**config.mk**
```make
export PLATFORM = sky130hd
export DESIGN_NAME = stepper_controller
export DESIGN_NICKNAME = d
export VERILOG_FILES = /design/src/stepper_pkg.sv /design/src/axis_ctrl_if.sv /design/src/move_write_if.sv /design/src/command_decoder.sv /design/src/dda_axis.sv /design/src/move_sequencer.sv /design/src/spi_word.sv /design/src/stepper_controller.sv
export SDC_FILE = /design/constraint.sdc
export NUM_CORES = 2
export LEC_CHECK = 0
export ABC_AREA = 1
export BUFFER_PORTS_ARGS = -buffer_cell sky130_fd_sc_hd__buf_4
export CAP_MARGIN = 25
export CORE_MARGIN = 10
export CORE_UTILIZATION = 48
export DETAILED_ROUTE_END_ITERATION = 10
export GPL_TIMING_DRIVEN = 0
export MAX_ROUTING_LAYER = met4
export PLACE_DENSITY_LB_ADDON = 0.12
export SYNTH_ARGS = -nofsm -noshare
export SYNTH_HDL_FRONTEND = slang
export SYNTH_SLANG_ARGS = --single-unit
```
**constraint.sdc**
```tcl
create_clock -name CLK -period 13.05 [get_ports CLK]
set_input_delay 1.9575 -clock CLK [delete_from_list [all_inputs] [get_ports CLK]]
set_output_delay 1.9575 -clock CLK [all_outputs]
set_load 0.01 [all_outputs]
```
**src/stepper_pkg.sv**
```systemverilog
package stepper_pkg;

  // One SPI transfer unit
  typedef logic [63:0] word_t;

  // Header opcodes, carried in bits 63:56
  typedef enum logic [7:0] {
    CMD_COORDINATED_STEP = 8'h01,
    CMD_MOTOR_ENABLE     = 8'h0A,
    CMD_CLK_DIVISOR      = 8'h0C,
    CMD_API_VERSION      = 8'hFE
  } cmd_e;

  // Part of a buffered move being written
  typedef enum logic [1:0] {
    FIELD_DIR,
    FIELD_DURATION,
    FIELD_INCREMENT,
    FIELD_ACCEL
  } field_e;

  // Reported by CMD_API_VERSION
  localparam logic [7:0] VERSION_MAJOR = 8'd1;
  localparam logic [7:0] VERSION_MINOR = 8'd2;
  localparam logic [7:0] VERSION_PATCH = 8'd0;
  localparam logic [7:0] VERSION_DEVEL = 8'd1;

  localparam int BUFFER_SLOTS = 2;

  // Ticks at CLK / 40 out of reset
  localparam logic [7:0] DEFAULT_DIVISOR = 8'd40;

  // Index width for an array of count entries, at least one bit
  function automatic int index_bits(input int count);
    int bits;
    bits = (count > 1) ? $clog2(count) : 1;
    return bits;
  endfunction

endpackage

```
**src/axis_ctrl_if.sv**
```systemverilog
`timescale 1ns/100ps

interface axis_ctrl_if #(
  parameter int MOTOR_COUNT = 2
);

  logic                   tick;
  logic                   load;
  logic                   run;
  // Parameters of the move in progress
  stepper_pkg::word_t     increment [MOTOR_COUNT];
  stepper_pkg::word_t     accel [MOTOR_COUNT];
  logic [MOTOR_COUNT-1:0] dir;

  modport sequencer (output tick, load, run, increment, accel, dir);

  modport axis (input tick, load, run, increment, accel, dir);

endinterface

```
**src/move_write_if.sv**
```systemverilog
`timescale 1ns/100ps

interface move_write_if #(
  parameter int MOTOR_COUNT = 2
);

  logic                                               wr;
  stepper_pkg::field_e                                field;
  logic [stepper_pkg::index_bits(MOTOR_COUNT)-1:0]    axis;
  stepper_pkg::word_t                                 data;
  logic                                               commit;
  logic                                               slot_free;

  modport decoder (output wr, field, axis, data, commit, input slot_free);

  modport sequencer (input wr, field, axis, data, commit, output slot_free);

endinterface

```
**src/command_decoder.sv**
```systemverilog
`timescale 1ns/100ps

module command_decoder #(
  parameter int MOTOR_COUNT        = 2,
  parameter int MOVE_DURATION_BITS = 32
) (
  input  logic                   CLK,
  input  logic                   resetn,
  input  stepper_pkg::word_t     rx_word,
  input  logic                   word_received,
  output stepper_pkg::word_t     tx_word,
  input  logic signed [31:0]     step_count [MOTOR_COUNT],
  output logic [MOTOR_COUNT-1:0] enable,
  output logic [7:0]             divisor,
  move_write_if.decoder          mw
);

  localparam int AXIS_BITS = stepper_pkg::index_bits(MOTOR_COUNT);
  // Header, duration, then increment and accel per axis
  localparam logic [7:0] LAST_WORD = 8'(2 * MOTOR_COUNT + 1);

  logic [7:0]         msg_header;
  logic [7:0]         word_count;
  logic               move_ok;
  logic               pending;
  logic               is_move_header;
  logic [7:0]         field_axis;
  logic signed [31:0] snapshot [MOTOR_COUNT];
  stepper_pkg::word_t next_snapshot;

  assign pending = (msg_header == stepper_pkg::CMD_COORDINATED_STEP) ||
                   (msg_header == stepper_pkg::CMD_API_VERSION);
  assign is_move_header = (rx_word[63:56] == stepper_pkg::CMD_COORDINATED_STEP);

  // Words 2,3 belong to axis 0, words 4,5 to axis 1 and so on
  assign field_axis = (word_count - 8'd2) >> 1;

  // Reply after the accel word of an axis is the next axis' count
  always_comb begin
    next_snapshot = '0;
    for (int n = 0; n < MOTOR_COUNT - 1; n++) begin
      if (field_axis == 8'(n)) begin
        next_snapshot = {{32{snapshot[n + 1][31]}}, snapshot[n + 1]};
      end
    end
  end

  always_ff @(posedge CLK) begin
    if (!resetn) begin
      tx_word    <= '0;
      enable     <= '0;
      divisor    <= stepper_pkg::DEFAULT_DIVISOR;
      msg_header <= '0;
      word_count <= '0;
      move_ok    <= 1'b0;
      mw.wr      <= 1'b0;
      mw.commit  <= 1'b0;
    end else begin
      mw.wr     <= 1'b0;
      mw.commit <= 1'b0;
      if (word_received) begin
        tx_word <= '0;
        if (!pending) begin
          msg_header <= rx_word[63:56];
          word_count <= 8'd1;
          case (rx_word[63:56])
            stepper_pkg::CMD_COORDINATED_STEP: begin
              // Full buffer drops the whole move
              move_ok <= mw.slot_free;
              mw.wr   <= mw.slot_free;
            end
            stepper_pkg::CMD_MOTOR_ENABLE: enable <= rx_word[MOTOR_COUNT-1:0];
            stepper_pkg::CMD_CLK_DIVISOR:  divisor <= rx_word[7:0];
            stepper_pkg::CMD_API_VERSION: begin
              tx_word[31:0] <= {stepper_pkg::VERSION_DEVEL, stepper_pkg::VERSION_MAJOR,
                                stepper_pkg::VERSION_MINOR, stepper_pkg::VERSION_PATCH};
            end
            default: ;
          endcase
        end else if (msg_header == stepper_pkg::CMD_COORDINATED_STEP) begin
          word_count <= word_count + 8'd1;
          mw.wr      <= move_ok;
          if (word_count == 8'd1) begin
            tx_word <= {{32{snapshot[0][31]}}, snapshot[0]};
          end else if (word_count[0]) begin
            tx_word <= next_snapshot;
          end
          if (word_count == LAST_WORD) begin
            mw.commit  <= move_ok;
            msg_header <= '0;
            word_count <= '0;
          end
        end else begin
          // Second word of a version request is a dummy
          msg_header <= '0;
          word_count <= '0;
        end
      end
    end
  end

  // Field payload and the step count snapshot
  always_ff @(posedge CLK) begin
    if (word_received) begin
      mw.axis <= field_axis[AXIS_BITS-1:0];
      mw.data <= rx_word;
      if (!pending) begin
        mw.field <= stepper_pkg::FIELD_DIR;
        if (is_move_header) begin
          snapshot <= step_count;
        end
      end else if (word_count == 8'd1) begin
        mw.field <= stepper_pkg::FIELD_DURATION;
        mw.data  <= stepper_pkg::word_t'(rx_word[MOVE_DURATION_BITS-1:0]);
      end else if (word_count[0]) begin
        mw.field <= stepper_pkg::FIELD_ACCEL;
      end else begin
        mw.field <= stepper_pkg::FIELD_INCREMENT;
      end
    end
  end

endmodule

```
**src/dda_axis.sv**
```systemverilog
`timescale 1ns/100ps

module dda_axis #(
  parameter int AXIS        = 0,
  parameter int MOTOR_COUNT = 2
) (
  input  logic               CLK,
  input  logic               resetn,
  axis_ctrl_if.axis          ax,
  output logic               step,
  output logic signed [31:0] step_count
);

  // Stay inside the interface arrays
  localparam int SEL = (AXIS < MOTOR_COUNT) ? AXIS : MOTOR_COUNT - 1;

  // 32.32 fixed point position and velocity
  logic [63:0] accum;
  logic [63:0] velocity;
  logic [63:0] accum_next;
  logic        advance;
  logic        crossed;

  assign accum_next = accum + velocity;
  assign advance    = ax.tick && ax.run;
  assign crossed    = accum_next[63:32] > accum[63:32];

  always_ff @(posedge CLK) begin
    if (ax.load) begin
      accum    <= '0;
      velocity <= ax.increment[SEL];
    end else if (advance) begin
      accum    <= accum_next;
      velocity <= velocity + ax.accel[SEL];
    end
  end

  // Step shows the cycle after its tick
  always_ff @(posedge CLK) begin
    if (!resetn) begin
      step       <= 1'b0;
      step_count <= '0;
    end else begin
      step <= advance && crossed;
      if (advance && crossed) begin
        if (ax.dir[SEL]) begin
          step_count <= step_count + 32'sd1;
        end else begin
          step_count <= step_count - 32'sd1;
        end
      end
    end
  end

endmodule

```
**src/move_sequencer.sv**
```systemverilog
`timescale 1ns/100ps

module move_sequencer #(
  parameter int MOTOR_COUNT        = 2,
  parameter int MOVE_DURATION_BITS = 32
) (
  input  logic          CLK,
  input  logic          resetn,
  input  logic [7:0]    divisor,
  move_write_if.sequencer mw,
  axis_ctrl_if.sequencer  ax,
  output logic          buffer_dtr,
  output logic          move_done
);

  localparam int SLOTS    = stepper_pkg::BUFFER_SLOTS;
  localparam int PTR_BITS = stepper_pkg::index_bits(SLOTS);

  typedef enum logic [1:0] {
    IDLE,
    LOAD,
    RUN
  } state_e;

  state_e                        state;
  logic [PTR_BITS-1:0]           wr_ptr;
  logic [PTR_BITS-1:0]           rd_ptr;
  logic [SLOTS-1:0]              full;
  logic [7:0]                    div_cnt;
  logic [MOVE_DURATION_BITS-1:0] ticks_left;

  // Move storage
  logic [MOTOR_COUNT-1:0]        dir_mem [SLOTS];
  logic [MOVE_DURATION_BITS-1:0] duration_mem [SLOTS];
  stepper_pkg::word_t            inc_mem [SLOTS][MOTOR_COUNT];
  stepper_pkg::word_t            acc_mem [SLOTS][MOTOR_COUNT];

  // Slots fill in order, so a free slot is always the write slot
  assign mw.slot_free = ~full[wr_ptr];
  assign buffer_dtr   = ~full[wr_ptr];

  assign ax.dir = dir_mem[rd_ptr];
  for (genvar a = 0; a < MOTOR_COUNT; a++) begin : g_active
    assign ax.increment[a] = inc_mem[rd_ptr][a];
    assign ax.accel[a]     = acc_mem[rd_ptr][a];
  end

  always_ff @(posedge CLK) begin
    if (mw.wr) begin
      case (mw.field)
        stepper_pkg::FIELD_DIR:       dir_mem[wr_ptr] <= mw.data[MOTOR_COUNT-1:0];
        stepper_pkg::FIELD_DURATION:  duration_mem[wr_ptr] <= mw.data[MOVE_DURATION_BITS-1:0];
        stepper_pkg::FIELD_INCREMENT: inc_mem[wr_ptr][mw.axis] <= mw.data;
        stepper_pkg::FIELD_ACCEL:     acc_mem[wr_ptr][mw.axis] <= mw.data;
        default: ;
      endcase
    end
  end

  // Free running DDA tick, one every divisor cycles
  always_ff @(posedge CLK) begin
    if (!resetn) begin
      div_cnt <= '0;
      ax.tick <= 1'b0;
    end else if (div_cnt >= divisor - 8'd1) begin
      div_cnt <= '0;
      ax.tick <= 1'b1;
    end else begin
      div_cnt <= div_cnt + 8'd1;
      ax.tick <= 1'b0;
    end
  end

  always_ff @(posedge CLK) begin
    if (!resetn) begin
      state      <= IDLE;
      wr_ptr     <= '0;
      rd_ptr     <= '0;
      full       <= '0;
      ticks_left <= '0;
      ax.load    <= 1'b0;
      ax.run     <= 1'b0;
      move_done  <= 1'b0;
    end else begin
      ax.load   <= 1'b0;
      move_done <= 1'b0;
      if (mw.commit) begin
        full[wr_ptr] <= 1'b1;
        wr_ptr       <= (wr_ptr == PTR_BITS'(SLOTS - 1)) ? '0 : wr_ptr + 1'b1;
      end
      case (state)
        IDLE: begin
          if (full[rd_ptr]) begin
            ax.load <= 1'b1;
            state   <= LOAD;
          end
        end
        LOAD: begin
          ticks_left <= duration_mem[rd_ptr];
          ax.run     <= 1'b1;
          state      <= RUN;
        end
        RUN: begin
          if (ticks_left == '0) begin
            // Release the slot and start looking for the next move
            ax.run       <= 1'b0;
            move_done    <= 1'b1;
            full[rd_ptr] <= 1'b0;
            rd_ptr       <= (rd_ptr == PTR_BITS'(SLOTS - 1)) ? '0 : rd_ptr + 1'b1;
            state        <= IDLE;
          end else if (ax.tick) begin
            ticks_left <= ticks_left - 1'b1;
          end
        end
        default: state <= IDLE;
      endcase
    end
  end

endmodule

```
**src/spi_word.sv**
```systemverilog
`timescale 1ns/100ps

module spi_word (
  input  logic               CLK,
  input  logic               resetn,
  input  logic               sck,
  input  logic               cs_n,
  input  logic               copi,
  output logic               cipo,
  input  stepper_pkg::word_t tx_word,
  output stepper_pkg::word_t rx_word,
  output logic               word_received
);

  logic [2:0]         sck_sync;
  logic [1:0]         cs_sync;
  logic [1:0]         copi_sync;
  logic               sck_rise;
  logic               sck_fall;
  logic               cs_active;
  logic [5:0]         bit_cnt;
  stepper_pkg::word_t rx_shift;
  stepper_pkg::word_t tx_shift;

  // Edges seen on the synchronised SCK, copi delayed to match
  assign sck_rise  = sck_sync[1] & ~sck_sync[2];
  assign sck_fall  = ~sck_sync[1] & sck_sync[2];
  assign cs_active = ~cs_sync[1];
  assign cipo      = tx_shift[63];

  always_ff @(posedge CLK) begin
    if (!resetn) begin
      sck_sync  <= 3'b000;
      cs_sync   <= 2'b11;
      copi_sync <= 2'b00;
    end else begin
      sck_sync  <= {sck_sync[1:0], sck};
      cs_sync   <= {cs_sync[0], cs_n};
      copi_sync <= {copi_sync[0], copi};
    end
  end

  always_ff @(posedge CLK) begin
    if (!resetn) begin
      bit_cnt       <= '0;
      word_received <= 1'b0;
      tx_shift      <= '0;
    end else begin
      word_received <= 1'b0;
      if (!cs_active) begin
        // Idle frame, keep the reply ready for the first bit
        bit_cnt  <= '0;
        tx_shift <= tx_word;
      end else begin
        if (sck_rise) begin
          bit_cnt       <= bit_cnt + 6'd1;
          word_received <= (bit_cnt == 6'd63);
        end
        // Mode 0 changes data on the falling edge
        if (sck_fall) begin
          if (bit_cnt == 6'd0) begin
            tx_shift <= tx_word;
          end else begin
            tx_shift <= {tx_shift[62:0], 1'b0};
          end
        end
      end
    end
  end

  // MSB first
  always_ff @(posedge CLK) begin
    if (cs_active && sck_rise) begin
      rx_shift <= {rx_shift[62:0], copi_sync[1]};
      if (bit_cnt == 6'd63) begin
        rx_word <= {rx_shift[62:0], copi_sync[1]};
      end
    end
  end

endmodule

```
**src/stepper_controller.sv**
```systemverilog
`timescale 1ns/100ps

module stepper_controller #(
  parameter int MOTOR_COUNT        = 2,
  parameter int MOVE_DURATION_BITS = 32
) (
  input  logic                   CLK,
  input  logic                   resetn,
  input  logic                   sck,
  input  logic                   cs_n,
  input  logic                   copi,
  output logic                   cipo,
  output logic [MOTOR_COUNT-1:0] step,
  output logic [MOTOR_COUNT-1:0] dir,
  output logic [MOTOR_COUNT-1:0] enable,
  output logic                   buffer_dtr,
  output logic                   move_done
);

  stepper_pkg::word_t rx_word;
  stepper_pkg::word_t tx_word;
  logic               word_received;
  logic [7:0]         divisor;
  logic signed [31:0] step_count [MOTOR_COUNT];

  move_write_if #(.MOTOR_COUNT(MOTOR_COUNT)) mw_if ();
  axis_ctrl_if #(.MOTOR_COUNT(MOTOR_COUNT)) ax_if ();

  assign dir = ax_if.dir;

  spi_word spi_word_inst (
    .CLK          (CLK),
    .resetn       (resetn),
    .sck          (sck),
    .cs_n         (cs_n),
    .copi         (copi),
    .cipo         (cipo),
    .tx_word      (tx_word),
    .rx_word      (rx_word),
    .word_received(word_received)
  );

  command_decoder #(
    .MOTOR_COUNT       (MOTOR_COUNT),
    .MOVE_DURATION_BITS(MOVE_DURATION_BITS)
  ) command_decoder_inst (
    .CLK          (CLK),
    .resetn       (resetn),
    .rx_word      (rx_word),
    .word_received(word_received),
    .tx_word      (tx_word),
    .step_count   (step_count),
    .enable       (enable),
    .divisor      (divisor),
    .mw           (mw_if)
  );

  move_sequencer #(
    .MOTOR_COUNT       (MOTOR_COUNT),
    .MOVE_DURATION_BITS(MOVE_DURATION_BITS)
  ) move_sequencer_inst (
    .CLK       (CLK),
    .resetn    (resetn),
    .divisor   (divisor),
    .mw        (mw_if),
    .ax        (ax_if),
    .buffer_dtr(buffer_dtr),
    .move_done (move_done)
  );

  // One DDA engine per motor
  for (genvar i = 0; i < MOTOR_COUNT; i++) begin : g_axis
    dda_axis #(
      .AXIS       (i),
      .MOTOR_COUNT(MOTOR_COUNT)
    ) dda_axis_inst (
      .CLK       (CLK),
      .resetn    (resetn),
      .ax        (ax_if),
      .step      (step[i]),
      .step_count(step_count[i])
    );
  end

endmodule

```
Word level (Yosys, flattened, before mapping) --
Memory sizes are Yosys's and may differ from the RTL's. A register that Yosys moved wholly into a read port is not among the register bits. Cells that the tools add are included.
Operators by class: add/subtract/negate cells 16, $lt $le $gt $ge 9, equality and inequality tests 19, muxes and demuxes 76, bitwise operators 13, reduce and logical (&&, ||, !) cells 33
Operator list (number):
- $mux W64 | 14
- $add A64 B64 Y64 | 4
- $mux W128 | 2
- $mux W32 | 6
- $add A32 B2 Y32 const B | 2
- $demux W64 S1 | 1
- $gt A32 B32 Y1 | 2
- $pmux W32 S2 | 1
- $sub A32 B2 Y32 const B | 2
- $mux W8 | 6
- $mux W1 | 35
- $logic_not A32 Y1 | 1
- $sub A32 B1 Y32 const B | 1
- $mux W25 | 1
- $eq A8 B1 Y1 const B | 3
- $add A8 B1 Y8 const B | 2
- $eq A8 B4 Y1 const B | 2
- $eq A8 B8 Y1 const B | 2
- $reduce_and A2 Y1 | 8
- $mux W2 | 6
- $reduce_and A3 Y1 | 4
- $eq A8 B3 Y1 const B | 1
- $ge A8 B8 Y1 | 1
- $logic_not A8 Y1 | 1
- other kinds (31) | 58
Word-level totals: register bits after elaboration 801, RAM bits 580, input port bits 5, output and inout bits 9, word-level logic and storage cells 210, memories 4
Memory list:
- move_sequencer_inst.acc_mem | words 2, bits a word 128, read ports 1, clocked after memory_dff 1, wr ports 1, line move_sequencer.sv:36 | stepper_pkg::word_t acc_mem [SLOTS][MOTOR_COUNT];
- move_sequencer_inst.inc_mem | words 2, bits a word 128, read ports 1, clocked after memory_dff 1, wr ports 1, line move_sequencer.sv:35 | stepper_pkg::word_t inc_mem [SLOTS][MOTOR_COUNT];
- move_sequencer_inst.duration_mem | words 2, bits a word 32, read ports 1, clocked after memory_dff 1, wr ports 1, line move_sequencer.sv:34 | logic [MOVE_DURATION_BITS-1:0] duration_mem [SLOTS];
- move_sequencer_inst.dir_mem | words 2, bits a word 2, read ports 1, clocked after memory_dff 1, wr ports 1, line move_sequencer.sv:33 | logic [MOTOR_COUNT-1:0] dir_mem [SLOTS];

Depth between registers and ports, before layout --
word-level depth 10, gate-level depth with buffers 30, depth with buffers taken out 29

By module --
From an unflattened synthesis, not the netlist that was laid out.
Second synthesis, totals: cells, all modules 11371, area, all modules 82136.3 um^2
Modules (own cells, without submodules):
- move_sequencer | instances 1, cells an instance 2085, area an instance 24466.0 um^2, sequential area each 18437.7 um^2
- dda_axis (g_axis[1].dda_axis_inst) | instances 1, cells an instance 3928, area an instance 21174.1 um^2, sequential area each 3863.7 um^2
- dda_axis (g_axis[0].dda_axis_inst) | instances 1, cells an instance 3892, area an instance 20887.5 um^2, sequential area each 3863.7 um^2
- spi_word | instances 1, cells an instance 753, area an instance 7903.8 um^2, sequential area each 5375.2 um^2
- command_decoder | instances 1, cells an instance 713, area an instance 7704.9 um^2, sequential area each 5154.9 um^2

Worst setup path after synthesis --
Ideal clock, no wire load.
path kind register -> register, start point register spi_word_inst.sck_sync[1], end point register spi_word_inst.rx_word[0], enable pin, setup time 0.565 ns, data arrival time 7.999 ns, data required time 12.485 ns, path slack 4.486 ns, cell stages (with the launch flop) 7, path buffers 0, period minus slack after synthesis 8.564 ns, cell sequence dfxtp_1 > inv_1 > nor2_1 > inv_1 > nor2_1 > inv_1 > nor3_1
Between the ends: cells in the longest elaborated chain, start to end 3
Ends and longest elaborated chain:
- start, declared | line spi_word.sv:15 | logic [2:0] sck_sync;
- start signal, assigned | line spi_word.sv:37 | sck_sync <= {sck_sync[1:0], sck};
- $and A1 B1 Y1 | line spi_word.sv:26 | assign sck_rise = sck_sync[1] & ~sck_sync[2];
- $logic_and A1 B1 Y1 | line spi_word.sv:73 | if (cs_active && sck_rise) begin
- $reduce_and A2 Y1 (no line)
- end signal, assigned | line spi_word.sv:76 | rx_word <= {rx_shift[62:0], copi_sync[1]};
- end, declared | line spi_word.sv:11 | output stepper_pkg::word_t rx_word,
Every way passes these cells. A chain may end at the register's enable or synchronous reset.

==> results <==
- The number of synthesis warnings is 0.
- The relative max-transition margin is 0.228.
- The root buffer cell chosen for the clock tree is clkbuf_16.
- After clock tree synthesis, the setup repair step added 0 buffers.
- The total clock sinks is 1,350.
- The maximum ir drop on the vdd rail is 150 uV.
- The biggest area contributor in the post-synthesis netlist is edfxtp_1.
- The I/O pin count is 14.
- Summed over all cells, the static leakage comes to 41.9 nW.
- The clock skew is 46.0 ps.
- The die covers 182,000 um2.
- The congestion estimate from routability-driven global placement came to 1.02.
- The sort of element at the end of the critical path is a register.
- TritonCTS built the clock tree.
- The die outline width is 426 um.
- The hold violation total from the final report was 0.
- For the worst setup path, the data arrival time is 6350 ps.
- Detailed placement finished with a half-perimeter wire length of 230,000 um.
- The most used flip-flop cell after synthesis is edfxtp_1.
- The row count is 149.
- The routed layout has 69.2k vias.
- The first routing iteration left 7,522 violations.
- The proportion of register bits with asynchronous set or reset after synthesis is 0.
- The first global-routing pass estimated 409,000 um of wire.
- In the final design database the tool counted 11.2k nets.
- The via count of the first global-routing pass is 63.2k.
- In this run the vertical extent of the chip is 426 um.
- The all-layer global routing usage is 0.311.
- The synthesized net count is 11.0k.
- In this run the worst path has a maximum fanout of 11.
- For the pin with the worst max-slew slack, the measured transition is 1160 ps.
- The cell area after synthesis is 79,300 um2.
- Entering global routing, the biggest net connects 47 pins.
- CTS built an H-tree with a depth of 4.
- Setup repair after global routing left no endpoint under its margin.
- The highest clock rate is 172 MHz.
- The remaining global-route overflow is 0.
- The routed wire length is 282,000 um.
- Sorting the synthesized cells by area gives the leading types as edfxtp_1 (37%), nand2_1 (17%), dfxtp_1 (9.7%), inv_1 (8.3%), ha_1 (6.2%).
- The post-placement setup slack is 7410 ps.
- The overall power after layout is 9.13 mW.
- In the final routed layout, each cell accounts on average for 21.5 um.
- Once routing completed, OpenROAD measured the worst setup slack at 7230 ps.
- The type of the worst min-delay path is reg -> reg.
- The element type at the critical path start is a register.
- Once layout is complete, the utilization of the core stands at 0.534.
- The flow ran to the end, and the final reports show no timing, DRC or antenna violations.
- In this run the standard cell core region covers 165,000 um2.
- Relative to the synthesized area, the layout overhead comes to 10.9%.
- The initial standard-cell utilization of the core is 0.482.
- The placed instances occupy a cell area of 83,000 um2.
- Data on the critical path is required at its endpoint by 13,570 ps.
- The post-cts resize count is 0.
- Power spread over the standard cell area amounts to 104 nW/um2.
- Buffers placed on the I/O ports in this run total 12.
- The final number of setup-violating endpoints is 0.
- The maximum buffer depth of the clock tree is 3.
- The number of clock buffers added by TritonCTS is 148.
- The minimum clock period after layout is 5820 ps.
- The initial antenna violation count was 21.
- The clock transition at the register clock pins on the worst setup and hold paths after CTS is 60 ps.
- Of the cells placed in the final design, the portion with a size suffix greater than 1 is 0.0384.
- Registers take 36,700 um2.
- The critical path is of the reg -> reg type.
- The layout has 16.0k filler cells.
- The number of detailed-routing iterations run before antenna repair is 8.
- The count of cells in the finished layout, fillers not included, comes to 13.1k.
- After technology mapping, the gate count stands at 10.6k.
- After detailed placement, the design holds a cell count of 12.8k.
- The portion of the clock cycle consumed by the worst path in the final layout is 0.446.
- The final number of max-transition violations is 0.
- Max-cap violations in this run came to 0.
- The register bit count reported by yosys is 1,350.
- The count of nets left with antenna violations once routing finished came out at 0.
- Hold repair after CTS inserted 0 buffers.
- The synthesized design contains 966 enable-type register cells.
- The area share of the largest cell type after synthesis is 0.366.
- The worst-skew pair later-pin latency is 820 ps.
- The area taken by multi-input logic gates is 35,100 um2.
- Dividing the detail-routed via count by the number of cells gives 5.28.
- The portion of the post-synthesis area used by sequential elements is 0.463.
- The netlist uses 59 different library cells.
- After synthesis, the mean cell area works out to 7.50 um2.
- For this run, design rule violations remaining after detail routing come to 0.
- The post-route standard cell area excluding fillers is 87,900 um2.
==> final timing paths <==
kind	start	end	slack (ps)	depth (start not counted)
setup / recovery	register	g_axis[1].dda_axis_inst.velocity[56]	7230	22
hold / removal	spi_word_inst.copi_sync[0]	spi_word_inst.copi_sync[1]	410	2
setup reg to reg	register	g_axis[1].dda_axis_inst.velocity[56]	7230	22
hold reg to reg	spi_word_inst.copi_sync[0]	spi_word_inst.copi_sync[1]	410	2
==> sequential cells by signal, indices dropped and copies added (netlist names), 6 cells and up, named ones only <==
name / flops
move_sequencer_inst.acc_mem: 256
move_sequencer_inst.inc_mem: 256
g_axis.dda_axis_inst.accum: 128
g_axis.dda_axis_inst.velocity: 128
command_decoder_inst.mw.data: 64
command_decoder_inst.snapshot: 64
g_axis.dda_axis_inst.step_count: 64
move_sequencer_inst.duration_mem: 64
spi_word_inst.rx_word: 64
spi_word_inst.tx_shift: 64
spi_word_inst.rx_shift: 63
command_decoder_inst.tx_word: 32
move_sequencer_inst.ticks_left: 32
command_decoder_inst.divisor: 8
command_decoder_inst.msg_header: 8
command_decoder_inst.word_count: 8
move_sequencer_inst.div_cnt: 8
spi_word_inst.bit_cnt: 6
==> Yosys cell counts (all sizes together) (29+ instances only) <==
library cell	count
and2	73
nand3b	58
nand2	3677
nand3	416
mux2i	32
nor3	92
ha	394
xnor2	51
o221ai	33
buf	82
nand4	90
o22ai	30
o21ai	525
a21oi	480
dfxtp	384
clkbuf	135
edfxtp	966
nor4	29
inv	1749
nor2	1105
xor2	62
==> kinds of logic after synthesis <==
kind of cell | count (synthesis) | share of synthesized area
simple gates | 5579 | 0.285
fa+ha+maj | 400 | 0.0637
compound gates | 1135 | 0.0766
buf+inv | 1968 | 0.0955
flops | 1350 | 0.463
xor+xnor | 113 | 0.0125
mux | 32 | 0.00404
==> stage by stage <==
step                      setup TNS (ps)  hold WS, ps
after floorplan                        0          390
after global placement            -46240          395
after detailed placement               0          399
after CTS                              0          410
after global routing                   0          425
final                                  0          410
==> layer usage <==
metal	global-route usage	share of wire	vias up
li1	-	-	34100
met3	0.0373	0.066	354
met5	-	0	-
met1	0.421	0.44	32500
met4	0.0856	0.029	0
met2	0.493	0.46	2278
==> critical path, cell delays in order (launching register included) <==
cell      delay (ps)
dfxtp_1          340
inv_2            340
buf_2            430
buf_2            380
buf_2            730
clkbuf_1         620
nand2_1          110
nand2_1          160
ha_1             330
inv_1            100
fa_1             440
inv_1            130
nand3_1          100
nand3_1          190
nand2_1           70
nand2_1          210
nand2_1           80
nand3_1          320
nand2_1          150
nand3_1          100
nand2_1           50
nand3_1           70
nand2_1           60
==> power by group <==
group / switching (mW) / internal [mW] / total, mW
registers: 0.0168 / 4.56 / 4.58
clock network: 1.84 / 2.36 / 4.19
logic: 0.239 / 0.116 / 0.355
==> area by class of cell <==
cell class / count / share of cell area
Inverter: 1751 / 0.0748
Multi-Input combinational cell: 7259 / 0.399
Antenna cell: 8 / 0.000228
Clock inverter: 76 / 0.00946
Buffer: 217 / 0.0114
Timing Repair Buffer: 56 / 0.0106
Clock buffer: 195 / 0.0456
Tap cell: 2189 / 0.0312
Sequential cell: 1350 / 0.417
==> placed cells by master, fill, tap and decap left out, types with 8 or more instances in the layout <==
master and n:
nor2_2 10, clkinv_2 16, o21ai_0 518, nor2_4 18
buf_1 20, o21bai_1 28, and2_1 73, bufinv_16 8
o211ai_1 8, buf_2 41, edfxtp_1 966, inv_1 1744
dfxtp_1 383, a21oi_1 473, clkbuf_16 150, buf_12 18
nor2_1 1076, clkbuf_1 167, buf_4 24, nand4_1 89
o22ai_1 30, xor2_1 62, xnor2_1 51, clkinv_1 26
nor3_1 88, buf_6 17, mux2i_1 32, diode_2 8
nand3_1 410, and3_1 11, nor4_1 28, ha_1 394
clkbuf_8 9, or2_2 21, nand2_1 3669, nand3b_1 58
o221ai_1 33, buf_16 11, o21a_1 8
Power figures use the tool's default switching activity.
